### config.mk
export PLATFORM = sky130hd
export DESIGN_NAME = bitstream_packer_flat
export DESIGN_NICKNAME = d
export VERILOG_FILES = /design/src/design/jpeg_huffman_pkg.sv /design/src/design/jpeg_huffman_if.sv /design/src/design/bitstream_packer.sv /design/src/flat_wrapper.sv
export VERILOG_INCLUDE_DIRS = /design/src /design/src/design
export SDC_FILE = /design/constraint.sdc
export NUM_CORES = 1
export LEC_CHECK = 0
export ABC_AREA = 1
export BUFFER_PORTS_ARGS = -buffer_cell sky130_fd_sc_hd__buf_2
export CAP_MARGIN = 20
export CORE_MARGIN = 1
export CORE_UTILIZATION = 47
export DETAILED_ROUTE_END_ITERATION = 16
export PLACE_DENSITY = 0.77
export RECOVER_POWER = 100
export SLEW_MARGIN = 5
export SYNTH_ARGS = -nofsm -noshare
export SYNTH_HDL_FRONTEND = slang
export SYNTH_SLANG_ARGS = --single-unit
### constraint.sdc
create_clock -name clock -period 1.4 [get_ports clock]
set_clock_uncertainty 0.1 [all_clocks]
set_input_delay 0.14 -clock clock [delete_from_list [all_inputs] [get_ports clock]]
set_output_delay 0.14 -clock clock [all_outputs]
set_load 0.05 [all_outputs]
### src/design/jpeg_huffman_params.svh
`ifndef JPEG_HUFFMAN_PARAMS_SVH
`define JPEG_HUFFMAN_PARAMS_SVH

// coefficient and block geometry
`define COEF_WIDTH        16
`define BLOCK_LEN         64
`define INDEX_WIDTH       6

// huffman table entries
`define CODE_WIDTH        16
`define CODE_LEN_WIDTH    5
`define CAT_WIDTH         4
`define SYMBOL_WIDTH      8
`define TABLE_ADDR_WIDTH  9

// packed output word
`define OUT_WIDTH         32
`define OUT_LEN_WIDTH     6

// run-length coding
`define ZRL_RUN           16
`define ZRL_SYMBOL        8'hf0
`define EOB_SYMBOL        8'h00

`endif

### src/design/jpeg_huffman_pkg.sv
`include "jpeg_huffman_params.svh"

package jpeg_huffman_pkg;

    // quantized coefficient as read from the block memory
    typedef logic signed [`COEF_WIDTH-1:0] coef_t;

    // zig-zag position inside one 8x8 block
    typedef logic [`INDEX_WIDTH-1:0] index_t;

    // magnitude category, also the number of value bits
    typedef logic [`CAT_WIDTH-1:0] category_t;

    typedef logic [`CODE_WIDTH-1:0] code_t;
    typedef logic [`CODE_LEN_WIDTH-1:0] code_len_t;

    // msb selects the ac half of the table store
    typedef logic [`TABLE_ADDR_WIDTH-1:0] table_addr_t;

    typedef logic [`OUT_WIDTH-1:0] out_word_t;
    typedef logic [`OUT_LEN_WIDTH-1:0] out_len_t;

    typedef enum logic {
        FETCH_IDLE,
        FETCH_RUN
    } fetch_state_t;

    // tells the packer how a word is built
    typedef enum logic [1:0] {
        SYM_DC,
        SYM_AC,
        SYM_ZRL,
        SYM_EOB
    } symbol_kind_t;

endpackage

### src/design/jpeg_huffman_if.sv


// symbol item, lined up with its table read at the packer
interface symbol_if;
    import jpeg_huffman_pkg::*;

    logic         valid;
    symbol_kind_t kind;
    logic         is_last;
    code_t        value_bits;
    category_t    category;

    modport source (output valid, kind, is_last, value_bits, category);
    modport sink (input valid, kind, is_last, value_bits, category);
endinterface

// code table read port, data one cycle after the address
interface table_lookup_if;
    import jpeg_huffman_pkg::*;

    table_addr_t rd_addr;
    code_t       rd_code;
    code_len_t   rd_length;

    modport requester (output rd_addr);
    modport reader (input rd_code, rd_length);
    modport responder (input rd_addr, output rd_code, rd_length);
endinterface

### src/design/bitstream_packer.sv
`timescale 1ns/1ps
`include "jpeg_huffman_params.svh"

module bitstream_packer (
    input  logic                        clock,
    input  logic                        nreset,
    symbol_if.sink                      sym,
    table_lookup_if.reader              lookup,
    output logic                        output_wren,
    output jpeg_huffman_pkg::out_len_t  output_length,
    output jpeg_huffman_pkg::out_word_t output_data,
    output logic                        finished
);
    import jpeg_huffman_pkg::*;

    code_t     code_mask;
    code_t     value_bits;
    category_t value_len;
    logic      block_end;
    logic      word_last;

    ////////////////////////////////////////////////////////////////////////////
    // word assembly

    always_comb begin
        // a length of 16 wraps to an all ones mask
        code_mask = (code_t'(1) << lookup.rd_length) - 1'b1;

        // zrl and eob carry no value bits
        if (sym.kind == SYM_DC || sym.kind == SYM_AC) begin
            value_bits = sym.value_bits;
            value_len = sym.category;
        end else begin
            value_bits = '0;
            value_len = '0;
        end

        block_end = sym.valid
                    && (sym.kind == SYM_EOB || (sym.kind == SYM_AC && sym.is_last));
    end

    always_ff @(posedge clock) begin
        if (nreset) begin
            output_wren <= 1'b0;
            word_last <= 1'b0;
            finished <= 1'b0;
        end else begin
            output_wren <= sym.valid;
            word_last <= block_end;
            // rises the cycle after the last word of a block
            if (word_last) begin
                finished <= 1'b1;
            end else if (sym.valid) begin
                finished <= 1'b0;
            end
        end
        output_data <= out_word_t'(lookup.rd_code & code_mask)
                       | (out_word_t'(value_bits) << lookup.rd_length);
        output_length <= out_len_t'(lookup.rd_length) + out_len_t'(value_len);
    end

    assert property (@(posedge clock) disable iff (nreset)
                     output_wren |-> output_length <= `OUT_WIDTH)
        else $error("packed word longer than the output width");

endmodule

### src/flat_wrapper.sv
// flat-port wrapper written by rule: the top's interface ports become plain ports
module bitstream_packer_flat import jpeg_huffman_pkg::*;
  (clock, nreset, output_wren, output_length, output_data, finished, sym_valid, sym_kind, sym_is_last, sym_value_bits, sym_category, lookup_rd_code, lookup_rd_length);
  symbol_if sym_i ();
  table_lookup_if lookup_i ();
  input  logic clock;
  input  logic nreset;
  output logic output_wren;
  output jpeg_huffman_pkg::out_len_t output_length;
  output jpeg_huffman_pkg::out_word_t output_data;
  output logic finished;
  input wire logic [$bits(sym_i.valid)-1:0] sym_valid;
  input wire logic [$bits(sym_i.kind)-1:0] sym_kind;
  input wire logic [$bits(sym_i.is_last)-1:0] sym_is_last;
  input wire logic [$bits(sym_i.value_bits)-1:0] sym_value_bits;
  input wire logic [$bits(sym_i.category)-1:0] sym_category;
  input wire logic [$bits(lookup_i.rd_code)-1:0] lookup_rd_code;
  input wire logic [$bits(lookup_i.rd_length)-1:0] lookup_rd_length;
  assign sym_i.valid = sym_valid;
  assign sym_i.kind = sym_kind;
  assign sym_i.is_last = sym_is_last;
  assign sym_i.value_bits = sym_value_bits;
  assign sym_i.category = sym_category;
  assign lookup_i.rd_code = lookup_rd_code;
  assign lookup_i.rd_length = lookup_rd_length;
  bitstream_packer u_core (.clock(clock), .nreset(nreset), .sym(sym_i), .lookup(lookup_i), .output_wren(output_wren), .output_length(output_length), .output_data(output_data), .finished(finished));
endmodule
==> impl_results.md <==
* Max_slew headroom at 81.23%
* Largest net degree at the start of global routing at 24
* RSZ-0062 raised after global routing: false
* DRC at 0
* DR pass1 iterations at 5
* Core Footprint at slightly below 6000 µm²
* Port bufs at 86
* M2 GR Usage at ~49%
* Non-Filler Instances at 595
* Global routing's busiest layer: met2
* Yosys warns at 0
* Post-Synthesis Cells at 381
* Final Hold Vio Count at 0
* Most used cell along the critical path: nand3_1
* Crit path max fanout at 20
* Max frequency at ~0.81 GHz
* Clock sinks at 41
* Placed Cells at 573
* Gr ovfl total at 0
* Die span in x at roughly 80 µm
* Hold-fix buffers, CTS at 14
* Htree depth at 2
* Num ports at 87
* Starting Density at around half
* Final net count at around 570
* Die area at ~6400 µm²
* Synth area leader: dfxtp_1
* Setup Viol. Count Final at 0
* Cells along the critical path: buf_2 > inv_1 > buf_12 > nand2_1 > o21ai_1 > nand3_1 > nand3_1 > nand3_1 > nand2_1
* Initial antenna violation count at 0
* Clock latency on the worst-skew pair at 300 ps
* CP startpoint kind: input pin
* Slew Viols, Final at 0
* CTS buffer count at 5
* Register area share after synthesis at about 29%
* CTS tree: done
* Slowest cell on crit path: o21ai_1
* Slew of the pin with the lowest slew margin at ~280 ps
* Outcome: completed
* Worst setup EP type: flop
* Placer Congestion at approximately 0.97
* HPWL after DPL at 6706 µm
* PwrDens at 900.7 nW/µm²
* Crit path kind: input pin to flop
* Met1 GRT Util at 34.07%
* CTS clock-pin slew for the worst setup and hold paths at 80 ps
* Peak VDD IR at about 570 µV
* Routed len/inst at 14.48 µm
* Number of synthesized flops with an enable pin at 0
* Synthesis-stage register bit count at 41
* Max stage delay on crit path at 250 ps
* Total wire length at 8618 µm
* Final ANT Viol Nets at 0
* Iteration-0 DRC Markers at approximately 290
* Tcrit/Tclk final at slightly below 90%
* Die Span Y at 79.89 µm
* Gr usage total at 28.62%
* Post-route minimum period at 1232 ps
* Main area contributors after synthesis: dfxtp_1, nand3_2, nand3_1, nand2_1, nor2_1
* Post-CTS Setup Bufs at 0
* First-pass GRT wire length at 14000 µm
* Vias per cell at about 5.4
* Main synth FF type: dfxtp_1
* Synth unique cells at 36
* Mapped Area at roughly 2900 µm²
* Vias in the first global route at 3097
* Post-synth ARST share at 0%
* Leak at 1.957 nW
* Max_cap viols at 0
* Worst EP arrival at 1380 ps
* CTS Root Cell: clkbuf_8
* Area Growth Syn to Fin at 34.80%
* Worst min path class: input pin to flop
* Syn_nets at 434
* Tot Pwr at between 0.003 and 0.004 W
* Synthesized area per cell at approximately 7.5 µm²
* Vias post-DR at 3227
* GR Util met3 at 5.486%
* CP required at about 1600 ps
* Cts repair resizes at 0
* Antenna Cells at 0
* Cell row count at 28
* Area share of the largest cell type after synthesis at 28.78%
* Layout cells sized above 1 at 40.38%
* Bufs on Longest Clock Path at 2
-- sequential cells by signal, summed over array words and instances (netlist names) --
signal / cells
u_core.output_data: 32
u_core.output_length: 6
u_core.finished: 1
u_core.word_last: 1
u_core.output_wren: 1
-- kinds of logic (layout without fill, tap and decap cells) --
| logic type | Yosys count | in the layout | share of synthesized area (%) |
|---|---|---|---|
| buffers and inverters | 45 | 184 | 9.390 |
| XOR/XNOR | 6 | 6 | 1.843 |
| adder cells (fa/ha/maj) | 6 | 6 | 2.896 |
| AO/OA/AOI/OAI | 27 | 27 | 6.363 |
| AND/OR/NAND/NOR | 256 | 256 | 50.72 |
| flip-flops | 41 | 41 | 28.78 |
-- path summary, 6_finish.rpt --
path                                      from                             end  slack (ps)  depth (start not counted)
hold reg to reg    u_core.word_last$_SDFF_PP0_    u_core.finished$_SDFFE_PP0P_         350                          2
setup reg to reg  u_core.finished$_SDFFE_PP0P_    u_core.finished$_SDFFE_PP0P_         700                          2
hold / removal               lookup_rd_code[5]   u_core.output_data[5]$_DFF_P_          20                          3
setup / recovery                   sym_kind[1]  u_core.output_data[14]$_DFF_P_         170                          9
-- per-stage QoR --
step                      worst slack [ps]  hold WS, ps  instance area (µm²)  TNS [ps]  utilization [%]
after floorplan                     -10.54        112.4                 2859    -10.54                -
after global placement              -53.81        229.0                 3666    -152.2            62.29
after detailed placement            -82.30        231.6                 3666    -535.2            62.29
after CTS                            232.7        13.56                 3892         0            66.14
after global routing                 61.48        16.15                 3844         0            65.31
final                                167.8        23.75                 3844         0            65.31
-- worst max-delay path, delay by kind of cell --
kind / cells / cell delay (ps)
AO/OA/AOI/OAI: 1 / 250
buffers and inverters: 3 / 400
AND/OR/NAND/NOR: 5 / 580
-- routing by layer --
| layer | vias to the layer above | routed length (µm) |
|---|---|---|
| li1 | 1572 | - |
| met1 | 1444 | 3538 |
| met2 | 179 | 4094 |
| met3 | 32 | 706 |
| met4 | 0 | 279 |
| met5 | - | 0 |
-- synthesized netlist by cell type (2+ instances only) --
cell type   n
nor2_1     19
buf_2      10
o21ai_1     6
buf_6       6
xor2_1      5
nand3_1    85
buf_8       2
o21ai_2     3
a21oi_1     3
dfxtp_1    41
ha_1        5
nor2_2      3
o211ai_1    3
nand3_2    46
o22ai_1     2
o21ai_0     4
nor2_4      2
nand4_1     6
nand2_2     6
nand2_1    85
inv_2       7
o211ai_2    2
buf_4       3
inv_1      15
-- cells in the final DEF (no fill, tap or decap), types with 2 or more instances in the layout --
master	n
nand3_1	93
nand2_1	86
buf_2	46
buf_4	45
dfxtp_1	41
clkbuf_2	40
nand3_2	38
nor2_1	19
inv_1	16
dlygate4sd3_1	14
inv_2	6
nand4_1	6
nand2_2	5
o21ai_1	5
o21ai_0	5
xor2_1	5
ha_1	5
clkbuf_8	5
buf_12	5
o211ai_1	3
o21ai_2	3
a21oi_1	3
nor2_2	3
nor2_4	2
o211ai_2	2
o22ai_1	2
clkinv_2	2
-- layout make-up --
cell class / count / area (µm²)
fill: 511 / 2042
clock inverter: 3 / 17.52
tap: 75 / 93.84
sequential: 41 / 820.8
multi-input combinational: 295 / 1725
inverter: 24 / 97.59
timing repair buffer: 152 / 1020
clock buffer: 5 / 68.82
-- where the power goes --
part / switching (W) / leakage [nW] / internal (W) / total, W
logic: 0.000927 / 1.57 / 0.000441 / 0.00137
clock network: 0.000440 / 0.0439 / 0.000345 / 0.000785
registers: 0.0000295 / 0.343 / 0.00128 / 0.00131
total: 0.00140 / 1.96 / 0.00207 / 0.00346
No activity file was read; power rests on OpenSTA's default activity.
