[src/design/jpeg_huffman_params.svh]
`ifndef JPEG_HUFFMAN_PARAMS_SVH
`define JPEG_HUFFMAN_PARAMS_SVH

// coefficient and block geometry
`define COEF_WIDTH        16
`define BLOCK_LEN         64
`define INDEX_WIDTH       6

// huffman table entries
`define CODE_WIDTH        16
`define CODE_LEN_WIDTH    5
`define CAT_WIDTH         4
`define SYMBOL_WIDTH      8
`define TABLE_ADDR_WIDTH  9

// packed output word
`define OUT_WIDTH         32
`define OUT_LEN_WIDTH     6

// run-length coding
`define ZRL_RUN           16
`define ZRL_SYMBOL        8'hf0
`define EOB_SYMBOL        8'h00

`endif

[src/design/jpeg_huffman_pkg.sv]
`include "jpeg_huffman_params.svh"

package jpeg_huffman_pkg;

    // quantized coefficient as read from the block memory
    typedef logic signed [`COEF_WIDTH-1:0] coef_t;

    // zig-zag position inside one 8x8 block
    typedef logic [`INDEX_WIDTH-1:0] index_t;

    // magnitude category, also the number of value bits
    typedef logic [`CAT_WIDTH-1:0] category_t;

    typedef logic [`CODE_WIDTH-1:0] code_t;
    typedef logic [`CODE_LEN_WIDTH-1:0] code_len_t;

    // msb selects the ac half of the table store
    typedef logic [`TABLE_ADDR_WIDTH-1:0] table_addr_t;

    typedef logic [`OUT_WIDTH-1:0] out_word_t;
    typedef logic [`OUT_LEN_WIDTH-1:0] out_len_t;

    typedef enum logic {
        FETCH_IDLE,
        FETCH_RUN
    } fetch_state_t;

    // tells the packer how a word is built
    typedef enum logic [1:0] {
        SYM_DC,
        SYM_AC,
        SYM_ZRL,
        SYM_EOB
    } symbol_kind_t;

endpackage

[src/design/jpeg_huffman_if.sv]
`timescale 1ns/1ps

// categorized coefficient, one per cycle, no handshake
interface coded_coef_if;
    import jpeg_huffman_pkg::*;

    logic      valid;
    logic      is_dc;
    logic      is_last;
    index_t    index;
    code_t     value_bits;
    category_t category;

    modport source (output valid, is_dc, is_last, index, value_bits, category);
    modport sink (input valid, is_dc, is_last, index, value_bits, category);
endinterface


[src/design/coefficient_categorizer.sv]
`timescale 1ns/1ps
`include "jpeg_huffman_params.svh"

module coefficient_categorizer (
    input  logic                     clock,
    input  logic                     nreset,
    input  jpeg_huffman_pkg::index_t fetch_addr,
    input  logic                     fetch_valid,
    input  logic                     rollback,
    input  jpeg_huffman_pkg::coef_t  coef_data,
    coded_coef_if.source             coef
);
    import jpeg_huffman_pkg::*;

    index_t    addr_q;
    logic      valid_q;
    coef_t     dc_pred;
    coef_t     value;
    coef_t     magnitude;
    coef_t     adjusted;
    category_t category;
    code_t     value_mask;
    logic      is_dc;

    // number of significant bits in the magnitude
    function automatic category_t magnitude_category(input coef_t mag);
        category_t cat;
        cat = '0;
        for (int b = 0; b < `COEF_WIDTH; b++) begin
            if (mag[b]) begin
                cat = category_t'(b + 1);
            end
        end
        return cat;
    endfunction

    ////////////////////////////////////////////////////////////////////////////
    // align address with the memory read data

    always_ff @(posedge clock) begin
        if (nreset) begin
            valid_q <= 1'b0;
        end else begin
            valid_q <= fetch_valid & ~rollback;
        end
        addr_q <= fetch_addr;
    end

    ////////////////////////////////////////////////////////////////////////////
    // dc differential and category coding

    always_comb begin
        is_dc = (addr_q == '0);
        value = is_dc ? coef_data - dc_pred : coef_data;
        magnitude = value[`COEF_WIDTH-1] ? -value : value;
        // negative values send the low bits of value minus one
        adjusted = value[`COEF_WIDTH-1] ? value - coef_t'(1) : value;
        category = magnitude_category(magnitude);
        value_mask = (code_t'(1) << category) - 1'b1;
    end

    // predictor carries over to the next block
    always_ff @(posedge clock) begin
        if (nreset) begin
            dc_pred <= '0;
        end else if (valid_q && is_dc && !rollback) begin
            dc_pred <= coef_data;
        end
    end

    always_ff @(posedge clock) begin
        if (nreset) begin
            coef.valid <= 1'b0;
        end else begin
            coef.valid <= valid_q & ~rollback;
        end
        coef.is_dc <= is_dc;
        coef.is_last <= (addr_q == index_t'(`BLOCK_LEN - 1));
        coef.index <= addr_q;
        coef.value_bits <= code_t'(adjusted) & value_mask;
        coef.category <= category;
    end

endmodule

[src/flat_wrapper.sv]
// flat-port wrapper written by rule: the top's interface ports become plain ports
module coefficient_categorizer_flat import jpeg_huffman_pkg::*;
  (clock, nreset, fetch_addr, fetch_valid, rollback, coef_data, coef_valid, coef_is_dc, coef_is_last, coef_index, coef_value_bits, coef_category);
  coded_coef_if coef_i ();
  input  logic clock;
  input  logic nreset;
  input  jpeg_huffman_pkg::index_t fetch_addr;
  input  logic fetch_valid;
  input  logic rollback;
  input  jpeg_huffman_pkg::coef_t coef_data;
  output wire logic [$bits(coef_i.valid)-1:0] coef_valid;
  output wire logic [$bits(coef_i.is_dc)-1:0] coef_is_dc;
  output wire logic [$bits(coef_i.is_last)-1:0] coef_is_last;
  output wire logic [$bits(coef_i.index)-1:0] coef_index;
  output wire logic [$bits(coef_i.value_bits)-1:0] coef_value_bits;
  output wire logic [$bits(coef_i.category)-1:0] coef_category;
  assign coef_valid = coef_i.valid;
  assign coef_is_dc = coef_i.is_dc;
  assign coef_is_last = coef_i.is_last;
  assign coef_index = coef_i.index;
  assign coef_value_bits = coef_i.value_bits;
  assign coef_category = coef_i.category;
  coefficient_categorizer u_core (.clock(clock), .nreset(nreset), .fetch_addr(fetch_addr), .fetch_valid(fetch_valid), .rollback(rollback), .coef_data(coef_data), .coef(coef_i));
endmodule
[config.mk]
export PLATFORM = sky130hd
export DESIGN_NAME = coefficient_categorizer_flat
export DESIGN_NICKNAME = d
export VERILOG_FILES = /design/src/design/jpeg_huffman_pkg.sv /design/src/design/jpeg_huffman_if.sv /design/src/design/coefficient_categorizer.sv /design/src/flat_wrapper.sv
export VERILOG_INCLUDE_DIRS = /design/src /design/src/design
export SDC_FILE = /design/constraint.sdc
export NUM_CORES = 1
export LEC_CHECK = 0
export ABC_CLOCK_PERIOD_IN_PS = 6700
export BUFFER_PORTS_ARGS = -buffer_cell sky130_fd_sc_hd__buf_2
export CAP_MARGIN = 40
export CORE_AREA = 2 2 89 91
export DETAILED_ROUTE_END_ITERATION = 10
export DIE_AREA = 0 0 91 93
export PLACE_DENSITY = 0.87
export SLEW_MARGIN = 10
export SYNTH_ARGS = -nofsm -noshare
export SYNTH_HDL_FRONTEND = slang
export SYNTH_SLANG_ARGS = --single-unit
[constraint.sdc]
create_clock -name clock -period 6.7 [get_ports clock]
set_input_delay 0.335 -clock clock [delete_from_list [all_inputs] [get_ports clock]]
set_output_delay 0.335 -clock clock [all_outputs]
set_load 0.03 [all_outputs]
==> impl_metrics.csv <==
group,metric,value,unit
layout,areaGrowthSynthToFinish,11.44,%
clocking,cts.sinks,52,
synthesis,async_flop_share,0,%
synthesis,yosysUniqueCellTypes,74,
route,num_vias,4137,
sta,post-route-period-util,82.42,%
die,ioPinCount,55,
synthesis,synth_top_family_by_area,"compound AO/OA/AOI/OAI gates",
synthesis,synthesis.nets,582,
sta,setup_viol,0,
route,first_iter_violations,344,
clocking,cts-buffers-inserted,5,
die,die_area,8463,um2
sta,finalMaxSlewViolations,0,
synthesis,avgSynthCellArea,7.463,um2
route,wl_per_cell,15.19,um
die,dieHeight,93,um
min_path,hold_path_end,"u_core.addr_q[0]",
sta,tightest_slew,0.8286,ns
power_and_ir_drop,total_power,0.7603,mW
setup_path,critical_path.startpoint_type,"flop",
sta,max_freq,181.1,MHz
synthesis,synth-main-ff-cell,"dfxtp_1",
outcome,status,"completed",
layout,nets,624,
setup_path,cp_max_fo,14,
power_and_ir_drop,p_leak,1.728,nW
flow_run,max_cap_violations,0,
synthesis,synthAdderAreaFrac,5.796,%
layout,drive_gt1_share,14.29,%
place,numPortBuffers,54,
setup_path,reg2regPathDepth,20,
sta,skew,0.006495,ns
grt,antenna_found_initial,0,
clocking,clk_pin_slew,0.09,ns
place,place_congestion,0.9807,
sta,rsz0062_at_grt,"false",
die,start_util,53.34,%
grt,grt_pass1_wl,17160,um
sta,holdWs,0.1188,ns
min_path,hold_depth,1,
grt,grt_start_max_net_pins,27,
sta,relSlewSlack,44.28,%
place,detailed_place_hpwl,7945,um
synthesis,synth_edf_count,0,
synthesis,synthSimpleGateAreaFrac,24.68,%
layout,final_cell_mix,"nand2_1 (66), a21oi_1 (59), buf_2 (55)",
synthesis,muxShareOfSynthArea,2.773,%
synthesis,synth-xor-area-share,5.235,%
die,core.rowCount,32,
setup_path,crit_path_end_kind,"flop",
power_and_ir_drop,power_density,169.9,nW/um2
synthesis,syn_inst,538,
layout,final_common_cell,"nand2_1",
power_and_ir_drop,ir_drop,0.00008423,V
setup_path,path_class,"reg2reg",
route,remaining_drc_errors,0,
grt,gr-total-overflow,0,
grt,grt.total_usage,24.16,%
layout,num_antenna_cells,0,
clocking,htreeDepth,2,
synthesis,synth.area.top_cells,"dfxtp_1 (26%), a21oi_1 (7.4%), nand2_1 (6.2%)",
synthesis,synth_area,4015,um2
synthesis,yosysSeqAreaShare,25.93,%
synthesis,synth_area_leader_cell,"dfxtp_1",
synthesis,synth-compound-area-share,30.48,%
setup_path,crit_arrival,5.73,ns
die,core,7527,um2
setup_path,worst_r2r_endpoint,"u_core.coef.value_bits[10]",
setup_path,r2r_slack,1.18,ns
synthesis,synth_seq_cells,52,
clocking,ctsHoldBuffers,0,
clocking,ctsResizeCount,0,
clocking,cts_tree,"yes",
sta,finalHoldViolCount,0,
route,via_per_inst,6.057,
setup_path,worstReg2RegStart,"u_core.addr_q[1]",
setup_path,cp.required,6.91,ns
clocking,clockBufferDepth,2,
synthesis,ys_warn_count,0,
die,die_width,91,um
sta,period_needed,5.522,ns
sta,fin_setup_tns,0,ns
route,wl,10380,um
min_path,hold_start,"fetch_addr[0]",
clocking,clockRootBuffer,"clkbuf_8",
min_path,worst_hold_path_type,"in2reg",
route,ant_nets,0,
grt,grt_pass1_vias,3823,
route,dr.pass1.iters,5,
clocking,clk-insertion-delay-late,0.31,ns
synthesis,yosysTopAreaCellShare,25.93,%
clocking,postCtsSetupRepairBufs,0,
==> cell families after synthesis <==
family	count (synthesis)
adders and majority gates	18
buffers and inverters	51
DFF	52
other	1
muxes	11
AOI/OAI and AO/OA	177
and+or+nand+nor	204
xor gates and xnor gates	24
==> worst max-delay path by stage <==
stage                           startpoint                          to  slack (ns)
after floorplan           u_core.addr_q[1]  u_core.coef.value_bits[10]        1.47
after global placement        coef_data[8]  u_core.coef.value_bits[10]        1.39
after detailed placement      coef_data[8]  u_core.coef.value_bits[10]        1.24
after CTS                 u_core.addr_q[1]  u_core.coef.value_bits[10]        1.24
after global routing      u_core.addr_q[1]  u_core.coef.value_bits[10]        0.65
final                     u_core.addr_q[1]  u_core.coef.value_bits[10]        1.18
==> power by group <==
group / total (mW) / internal [mW] / switching (mW)
clock network: 0.237 / 0.132 / 0.105
logic: 0.196 / 0.0682 / 0.128
registers: 0.327 / 0.323 / 0.00387
total: 0.760 / 0.523 / 0.237
==> through the flow <==
stage	area, um2	instances	setup WS [ns]	utilization, %
after global placement	4343	674	1.393	57.70
final	4474	683	1.178	59.44
after detailed placement	4348	675	1.244	57.76
after floorplan	4015	538	1.466	-
after global routing	4474	683	0.6470	59.44
after CTS	4474	683	1.245	59.44
==> cell type report <==
type                       count  area [um2]
inverter                      27       101.3
multi-input combinational    435        2773
clock inverter                 1       30.03
fill                         719        3053
tap                          102       127.6
sequential                    52        1041
timing repair buffer          59       305.3
clock buffer                   7       96.34
==> cells in the mapped netlist (all sizes together) (3+ instances only) <==
| master | n |
|---|---|
| nand2 | 66 |
| a21oi | 59 |
| nor2 | 54 |
| dfxtp | 52 |
| inv | 27 |
| o21ai | 22 |
| ha | 17 |
| nor3 | 16 |
| xnor2 | 16 |
| clkbuf | 15 |
| o21a | 12 |
| nand3 | 11 |
| o211ai | 11 |
| a211oi | 10 |
| mux2i | 10 |
| and2 | 9 |
| buf | 9 |
| xor2 | 8 |
| or3 | 7 |
| a211o | 6 |
| a21o | 6 |
| a31oi | 6 |
| nand4 | 6 |
| nor3b | 6 |
| nor4 | 6 |
| o31ai | 6 |
| nand2b | 5 |
| o31a | 5 |
| o221ai | 4 |
| o32ai | 4 |
| or2 | 4 |
| and3 | 3 |
| nor4b | 3 |
==> registers in the layout, indices dropped and copies added, names as in the netlist <==
| register | cells |
|---|---|
| u_core.addr_q | 6 |
| u_core.coef.category | 4 |
| u_core.coef.index | 6 |
| u_core.coef.is_dc | 1 |
| u_core.coef.is_last | 1 |
| u_core.coef.valid | 1 |
| u_core.coef.value_bits | 16 |
| u_core.dc_pred | 16 |
| u_core.valid_q | 1 |
==> worst max-delay path: stages, from the launching register on <==
cell	delay [ns]
dfxtp_1	0.34
nor4_1	0.30
buf_4	0.18
nand2_1	0.25
a21oi_1	0.43
ha_1	0.36
nor4b_1	0.26
a41o_1	0.34
nand3_1	0.15
and2_1	0.20
xnor2_1	0.15
or3_1	0.43
a41oi_1	0.31
o211ai_1	0.30
and2_1	0.26
nand4_1	0.08
ha_1	0.25
inv_1	0.08
a41oi_1	0.28
inv_1	0.11
o311a_1	0.35
==> metal layers <==
layer  part of all wire [%]  routed length, um  global-route usage (%)  vias to the layer above
met5                      0                  0                       0                        -
met4                    1.9                199                   7.323                        0
met3                    7.0                722                   3.304                       23
met2                     47               4860                   42.04                      198
met1                     44               4595                   31.17                     1875
li1                       -                  -                       -                     2041
No activity file was read; power rests on OpenSTA's default activity.
