==> config.mk <==
export PLATFORM = sky130hd
export DESIGN_NAME = coefficient_fetch
export DESIGN_NICKNAME = d
export VERILOG_FILES = /design/src/design/jpeg_huffman_pkg.sv /design/src/design/coefficient_fetch.sv
export VERILOG_INCLUDE_DIRS = /design/src /design/src/design
export SDC_FILE = /design/constraint.sdc
export NUM_CORES = 1
export LEC_CHECK = 0
export CAP_MARGIN = 25
export CORE_AREA = 2 2 39 41
export DETAILED_ROUTE_END_ITERATION = 10
export DIE_AREA = 0 0 41 43
export DONT_BUFFER_PORTS = 1
export GPL_TIMING_DRIVEN = 0
export MAX_ROUTING_LAYER = met4
export PLACE_DENSITY = 0.53
export SKIP_CTS_REPAIR_TIMING = 1
export SYNTH_ARGS = -nofsm -noshare
export SYNTH_HDL_FRONTEND = slang
export SYNTH_SLANG_ARGS = --single-unit
==> constraint.sdc <==
create_clock -name clock -period 1.35 [get_ports clock]
set_clock_uncertainty 0.1 [all_clocks]
set_input_delay 0.0675 -clock clock [delete_from_list [all_inputs] [get_ports clock]]
set_output_delay 0.0675 -clock clock [all_outputs]
set_load 0.01 [all_outputs]
==> src/design/jpeg_huffman_params.svh <==
`ifndef JPEG_HUFFMAN_PARAMS_SVH
`define JPEG_HUFFMAN_PARAMS_SVH

// coefficient and block geometry
`define COEF_WIDTH        16
`define BLOCK_LEN         64
`define INDEX_WIDTH       6

// huffman table entries
`define CODE_WIDTH        16
`define CODE_LEN_WIDTH    5
`define CAT_WIDTH         4
`define SYMBOL_WIDTH      8
`define TABLE_ADDR_WIDTH  9

// packed output word
`define OUT_WIDTH         32
`define OUT_LEN_WIDTH     6

// run-length coding
`define ZRL_RUN           16
`define ZRL_SYMBOL        8'hf0
`define EOB_SYMBOL        8'h00

`endif

==> src/design/jpeg_huffman_pkg.sv <==
`include "jpeg_huffman_params.svh"

package jpeg_huffman_pkg;

    // quantized coefficient as read from the block memory
    typedef logic signed [`COEF_WIDTH-1:0] coef_t;

    // zig-zag position inside one 8x8 block
    typedef logic [`INDEX_WIDTH-1:0] index_t;

    // magnitude category, also the number of value bits
    typedef logic [`CAT_WIDTH-1:0] category_t;

    typedef logic [`CODE_WIDTH-1:0] code_t;
    typedef logic [`CODE_LEN_WIDTH-1:0] code_len_t;

    // msb selects the ac half of the table store
    typedef logic [`TABLE_ADDR_WIDTH-1:0] table_addr_t;

    typedef logic [`OUT_WIDTH-1:0] out_word_t;
    typedef logic [`OUT_LEN_WIDTH-1:0] out_len_t;

    typedef enum logic {
        FETCH_IDLE,
        FETCH_RUN
    } fetch_state_t;

    // tells the packer how a word is built
    typedef enum logic [1:0] {
        SYM_DC,
        SYM_AC,
        SYM_ZRL,
        SYM_EOB
    } symbol_kind_t;

endpackage

==> src/design/coefficient_fetch.sv <==
`timescale 1ns/1ps
`include "jpeg_huffman_params.svh"

module coefficient_fetch (
    input  logic                     clock,
    input  logic                     nreset,
    input  logic                     start,
    input  logic                     rollback,
    input  jpeg_huffman_pkg::index_t rollback_index,
    output jpeg_huffman_pkg::index_t fetch_addr,
    output logic                     fetch_valid
);
    import jpeg_huffman_pkg::*;

    fetch_state_t state;
    index_t       index;

    always_ff @(posedge clock) begin
        if (nreset) begin
            state <= FETCH_IDLE;
            index <= '0;
        end else if (rollback) begin
            // refetch after the sixteenth zero, even when the sweep already ended
            state <= FETCH_RUN;
            index <= rollback_index;
        end else begin
            case (state)
                FETCH_IDLE: begin
                    if (start) begin
                        state <= FETCH_RUN;
                        index <= '0;
                    end
                end
                FETCH_RUN: begin
                    if (index == index_t'(`BLOCK_LEN - 1)) begin
                        state <= FETCH_IDLE;
                    end else begin
                        index <= index + 1'b1;
                    end
                end
            endcase
        end
    end

    assign fetch_addr = index;
    assign fetch_valid = (state == FETCH_RUN);

    // a new block may only start once the previous sweep is done
    assert property (@(posedge clock) disable iff (nreset) start |-> state == FETCH_IDLE)
        else $error("start while a block is being fetched");

endmodule

==> results by group, run 1 <==
Hold path
  – Hold Crit Start: nreset
  – Worst hold path type: primary input to flip-flop
  – Min-Delay Path Depth: 1

CTS
  – H-tree levels: 1
  – Max Root-Sink Buffers: 2
  – Clock root cell: clkbuf_4
  – Total CTS buffers: 3
  – Worst skew pair latency: 260 ps
  – Clock Pin Slew Worst Setup and Hold Paths: 60 ps
  – CTS tree: yes
  – TritonCTS sink count: 7

Setup path
  – Worst Path Required: 1420 ps
  – Worst setup EP type: flip-flop
  – Critical path class: flip-flop to flip-flop
  – Critical R2R Capture: fetch_addr[0]
  – Path depth of the worst reg2reg path: 5
  – FF-to-FF Start: fetch_addr[0]
  – Worst reg-to-reg setup slack: -120 ps
  – Crit path to: fetch_addr[0]
  – Startpoint types: flip-flop
  – Critical Path AT: 1540 ps
  – CP Launch Point: fetch_addr[0]
  – Max FO, Critical Path: 7

Timing
  – Final Hold Viols: 7
  – Setup ws final: -121 ps
  – Setup violations, final: 6
  – Tcrit/Tclk final: 109%
  – FMAX: around 680 MHz
  – RSZ-0062 raised after global routing: yes
  – Crit path time final: 1470 ps
  – Fin. max-slew vios: 0
  – Max_slew headroom: between 60% and 70%
  – Final Hold Slack: -231 ps
  – Worst-Margin Slew: 472 ps

Global route
  – First-pass GRT wire length: 1440 um
  – Total GRT Usage: 13.1%
  – Largest net degree at the start of global routing: 11
  – GRT overflow: 0
  – Initial antenna violation count: 0
  – Number of global-route vias before repair: around 320

Die
  – Row cnt: 14
  – Initial core utilization: 28.8%
  – Die area: 1760 um2
  – Io pins: 17
  – Core footprint: 1380 um2
  – Die Height: 43 um
  – Width of the die: 41 um

Placement
  – DP Area: 452 um2
  – Final Wtd Congestion: approximately 0.73
  – Post-Place Cells: 58
  – DP HPWL: 687 um
  – Port bufs: 0

Finish
  – Ratio of cells with drive above 1 in the final layout: 36.2%
  – Fillers: 143
  – Inserted Diodes: 0
  – Area growth syn-to-layout: 25.8%
  – Final Non-Filler Cells: 63
  – Fin area: 500 um2
  – Nets: 59

Routing
  – Vias post-DR: 358
  – Drt first-iter violations: 5
  – Vias per inst: between 5 and 6
  – Post-DRT Antenna Nets: 0
  – Pre-antenna DRT Iters: 5
  – Drt total wl: about 970 um
  – DRC: 0
  – Drt wl/cell: 15.4 um

Yosys
  – Library cells used by synthesis: 20
  – Avg Inst Size Synth: 9.47 um2
  – Synth Register Bits: 7
  – Net Count, Synth: 53
  – Cells after Synth: 42
  – YS warnings: 0
  – Mapped Area: 398 um2
  – Post-synthesis sequential area ratio: 35.2%

Job
  – Max-Cap Viols: 0

Power and ir drop
  – Leak pwr: 0.191 nW
  – Pwr dens: 1050 nW/um2
  – Worst IR Drop VDD: 0.251 mV

Run status
  – Failing checks: negative hold slack, negative setup slack
  – Status: finished with violations
## area by class of cell
type / count / area [um2] / area share [%]
buffer: 1 / 11.3 / 2.25
tap: 16 / 20.0 / 4.00
clock buffer: 4 / 26.3 / 5.25
sequential: 7 / 149 / 29.8
timing repair buffer: 1 / 7.51 / 1.50
multi-input combinational: 34 / 287 / 57.3
## Yosys cell counts
master	instances	area share (%)
nand2_1	2	1.9
ha_1	1	3.1
nor2_1	9	8.5
dfxtp_1	7	35
xnor2_1	1	2.2
a221oi_1	1	2.2
nor3_1	2	2.5
a41o_2	1	2.8
a211oi_1	4	7.5
a41oi_2	1	4.1
and3_4	1	2.8
nand2b_4	1	3.5
nor4_1	1	1.6
nor2b_4	1	3.5
a21oi_1	2	2.5
buf_6	1	2.8
a222oi_1	2	5.0
nand3_1	1	1.3
o211a_1	1	2.5
xor2_1	2	4.4
## metrics by stage
stage          TNS (ps)  hold slack, ps  power (mW)  setup WS [ps]  util [%]
4_1_cts           -1190            -237       0.523           -234      34.5
3_5_place_dp      -1120            36.1       0.323           -221      32.6
3_3_place_gp      -1000            32.3       0.321           -188      32.6
6_report           -596            -231       0.523           -121      36.2
5_1_grt           -1000            -237       0.545           -183      36.2
2_1_floorplan      -498            30.5       0.309           -110         -
## critical path, stage by stage, from the launching register on
cell and delay, ps:
dfxtp_4 370, ha_4 160, and3_4 190, a41oi_4 310, nor2_1 80, a211oi_1 160
## how the worst min path moves through the flow
| stage | to | slack (ps) |
|---|---|---|
| floorplan | fetch_addr[0] | 30 |
| global placement | fetch_addr[0] | 30 |
| detailed placement | fetch_addr[0] | 40 |
| CTS | fetch_addr[1] | -240 |
| global route | fetch_addr[4] | -240 |
| finish | fetch_addr[4] | -230 |
## sequential cells by signal, indices dropped and copies added, names as in the netlist
| name | count |
|---|---|
| fetch_addr | 6 |
| fetch_valid | 1 |
## cell usage in the layout, fill, tap and decap left out, types with 2 or more instances in the layout
cell type and count:
a21oi_1 2, dfxtp_1 2, nand2_1 2, nor3_1 2, a222oi_1 2, dfxtp_2 4
xor2_1 2, clkbuf_4 3, nor2_1 9, a211oi_1 4
## power by group
part	total, mW	switching, mW	internal (mW)
combinational	0.0672	0.0305	0.0367
sequential	0.256	0.0332	0.223
clock	0.200	0.0867	0.113
total	0.523	0.150	0.373
## metal layers
| metal | up-vias | track usage (%) | wire, um |
|---|---|---|---|
| li1 | 172 | - | - |
| met1 | 168 | 15.4 | 431 |
| met2 | 14 | 15.6 | 460 |
| met3 | 4 | 4.19 | 48 |
| met4 | 0 | 14.0 | 30 |
| met5 | - | - | 0 |
## cell families after synthesis
family,share of synthesized area (%)
xor+xnor,6.60
compound gates,26.7
simple gates,25.5
buf+inv,2.83
flops,35.2
fa+ha+maj,3.14
Note: power is estimated with default switching activity, not from simulation.
==> run 2: changes to the inputs <==
Settings changed: MAX_ROUTING_LAYER met4 to not set.
==> run 2 against run 1 <==
  * The flow still finishes with violations (negative hold slack, negative setup slack)
  * Routed wire length grew 0.41%
  * Non-clock buffer count did not move
  * Combinational power hardly changed
  * Worst setup slack is the same
  * Sequential share of layout area stayed put
  * Flip-flop and latch count unchanged
  * Largest cell class unchanged
  * Final area is the same
==> results by group, run 2 (same netlist as run 1, synthesis figures left out) <==
Global route
  – Met1 GRT Util: 14.8% (was 15.4%)
  – Initial antenna violation count: 0 (unchanged)
  – First-pass GRT wire length: 1430 um (was 1440 um)
  – GRT met2 Usage: 15.6% (unchanged)
  – Grt met3 use: 5.24% (was 4.19%)
  – Largest net degree at the start of global routing: 11 (unchanged)
  – Total GRT Usage: 12.8% (was 13.1%)
  – GRT overflow: 0 (unchanged)
  – Gr busiest metal: met2 (unchanged)
  – Number of global-route vias before repair: 322 (unchanged)

Finish
  – Ratio of cells with drive above 1 in the final layout: 36.2% (unchanged)
  – Final Non-Filler Cells: 63 (unchanged)
  – Fin area: 500 um2 (unchanged)
  – Most frequent cells in the layout: 9 x nor2_1, 4 x a211oi_1, 4 x dfxtp_2, 3 x clkbuf_4 (unchanged)
  – Fillers: 143 (unchanged)
  – Nets: 59 (unchanged)
  – Layout Utilization: 36.2% (unchanged)
  – Area growth syn-to-layout: 25.8% (unchanged)
  – Number of flip-flops in the largest register: 6 (unchanged)
  – Commonest non-fill, non-tap cell in the layout: nor2_1 (unchanged)
  – Inserted Diodes: 0 (unchanged)

CTS
  – TritonCTS sink count: 7 (unchanged)
  – Clock root cell: clkbuf_4 (unchanged)
  – Worst skew pair latency: 260 ps (about the same)
  – Max Root-Sink Buffers: 2 (unchanged)
  – Total CTS buffers: 3 (unchanged)
  – CTS tree: yes (unchanged)
  – Clock Pin Slew Worst Setup and Hold Paths: 60 ps (about the same)
  – H-tree levels: 1 (unchanged)

Hold path
  – WHS Endpoint: fetch_addr[4] (unchanged)
  – Worst hold path type: primary input to flip-flop (unchanged)
  – Min-Delay Path Depth: 1 (unchanged)
  – Hold Crit Start: nreset (unchanged)

Routing
  – Pre-antenna DRT Iters: 5 (unchanged)
  – Post-DRT Antenna Nets: 0 (unchanged)
  – DRC: 0 (unchanged)
  – Drt first-iter violations: 5 (unchanged)
  – Drt total wl: 974 um (was 970 um)
  – Vias post-DR: 357 (was 358)
  – Drt wl/cell: 15.5 um (was 15.4 um)
  – Vias per inst: 5.67 (was 5.68)

Timing
  – Final Hold Slack: -231 ps (about the same)
  – Final Hold Viols: 7 (unchanged)
  – Setup TNS: -596 ps (about the same)
  – Fin. max-slew vios: 0 (unchanged)
  – Max_slew headroom: 68.3% (about the same)
  – Setup ws final: -121 ps (unchanged)
  – Worst-Margin Slew: 472 ps (about the same)
  – Crit path time final: 1470 ps (unchanged)
  – FMAX: 680 MHz (unchanged)
  – Tcrit/Tclk final: 109% (unchanged)
  – Setup violations, final: 6 (unchanged)
  – RSZ-0062 raised after global routing: yes (unchanged)

Power and ir drop
  – Pwr dens: 1050 nW/um2 (about the same)
  – Leak pwr: 0.191 nW (unchanged)
  – Worst IR Drop VDD: 0.251 mV (about the same)
  – Tot Pwr: 524 uW (was 523 uW)

Die
  – Die Height: 43 um (unchanged)
  – Core footprint: 1380 um2 (unchanged)
  – Row cnt: 14 (unchanged)
  – Io pins: 17 (unchanged)
  – Initial core utilization: 28.8% (unchanged)
  – Width of the die: 41 um (unchanged)
  – Die area: 1760 um2 (unchanged)

Setup path
  – Critical path class: flip-flop to flip-flop (unchanged)
  – Delay-heaviest family, CP: compound AO/OA/AOI/OAI gates (unchanged)
  – FF-to-FF Start: fetch_addr[0] (unchanged)
  – Critical Path AT: 1540 ps (about the same)
  – Worst Path Required: 1420 ps (about the same)
  – Crit path buffers/inverters: 0 (unchanged)
  – Worst setup EP type: flip-flop (unchanged)
  – Max FO, Critical Path: 7 (unchanged)
  – Max incr delay on CP: 370 ps (about the same)
  – Critical R2R Capture: fetch_addr[0] (unchanged)
  – CP max stage cell: dfxtp_4 (unchanged)
  – Worst-path cell chain: ha_4 > and3_4 > a41oi_4 > nor2_1 > a211oi_1 (unchanged)
  – Startpoint types: flip-flop (unchanged)
  – Path depth of the worst reg2reg path: 5 (unchanged)
  – Worst reg-to-reg setup slack: -120 ps (about the same)

Placement
  – DP HPWL: 687 um (unchanged)
  – Port bufs: 0 (unchanged)
  – Final Wtd Congestion: 0.718 (was 0.726)
  – Post-Place Cells: 58 (unchanged)
  – DP Area: 452 um2 (unchanged)

Run status
  – Failing checks: negative hold slack, negative setup slack (unchanged)
  – Status: finished with violations (unchanged)

Job
  – Max-Cap Viols: 0 (unchanged)
## run 2: cell counts in the layout (fill, tap and decap cells not counted)
No cell type changed its count.
## run 2: layer usage
| layer | part of all wire (%) | vias up |
|---|---|---|
| li1 | - | 172 |
| met4 | 3.4 | 0 |
| met1 | 44 | 169 |
| met2 | 47 | 12 |
| met5 | 0 | - |
| met3 | 5.7 | 4 |
## run 2: worst max-delay path by stage
stage	slack [ps]	depth (start not counted)	end	from
finish	-120	5	fetch_addr[0]	fetch_addr[0]
CTS	-230	5	fetch_addr[0]	fetch_addr[0]
detailed placement	-220	5	fetch_addr[0]	fetch_addr[0]
global route	-180	5	fetch_addr[5]	fetch_addr[0]
global placement	-190	5	fetch_addr[0]	fetch_addr[0]
floorplan	-110	5	fetch_addr[4]	fetch_addr[0]
## run 2: final cells by class
cell class / count / area, um2 / area share (%)
flip-flops and latches: 7 / 149 / 29.8
plain buffers: 1 / 11.3 / 2.25
multi-input cells: 34 / 287 / 57.3
repair buffers: 1 / 7.51 / 1.50
well taps: 16 / 20.0 / 4.00
clock buffers: 4 / 26.3 / 5.25
## run 2: worst reg2reg max path: cells and delay by family (launching register included)
family	cells	cell delay [ps]
AOI/OAI and AO/OA	2	470
DFF	1	370
and+or+nand+nor	2	280
adders and majority gates	1	160
## run 2: per-stage QoR
step	setup WS, ps	hold WS [ps]
6_report	-121	-231
5_1_grt	-183	-237
4_1_cts	-234	-237
3_5_place_dp	-221	36.1
3_3_place_gp	-188	32.3
2_1_floorplan	-110	30.5
## run 2: power by group
part           switching, mW  internal (mW)  total (mW)  leakage [nW]
Clock                 0.0868          0.113       0.200        0.0150
Combinational         0.0305         0.0367      0.0672         0.116
Sequential            0.0332          0.223       0.256        0.0598
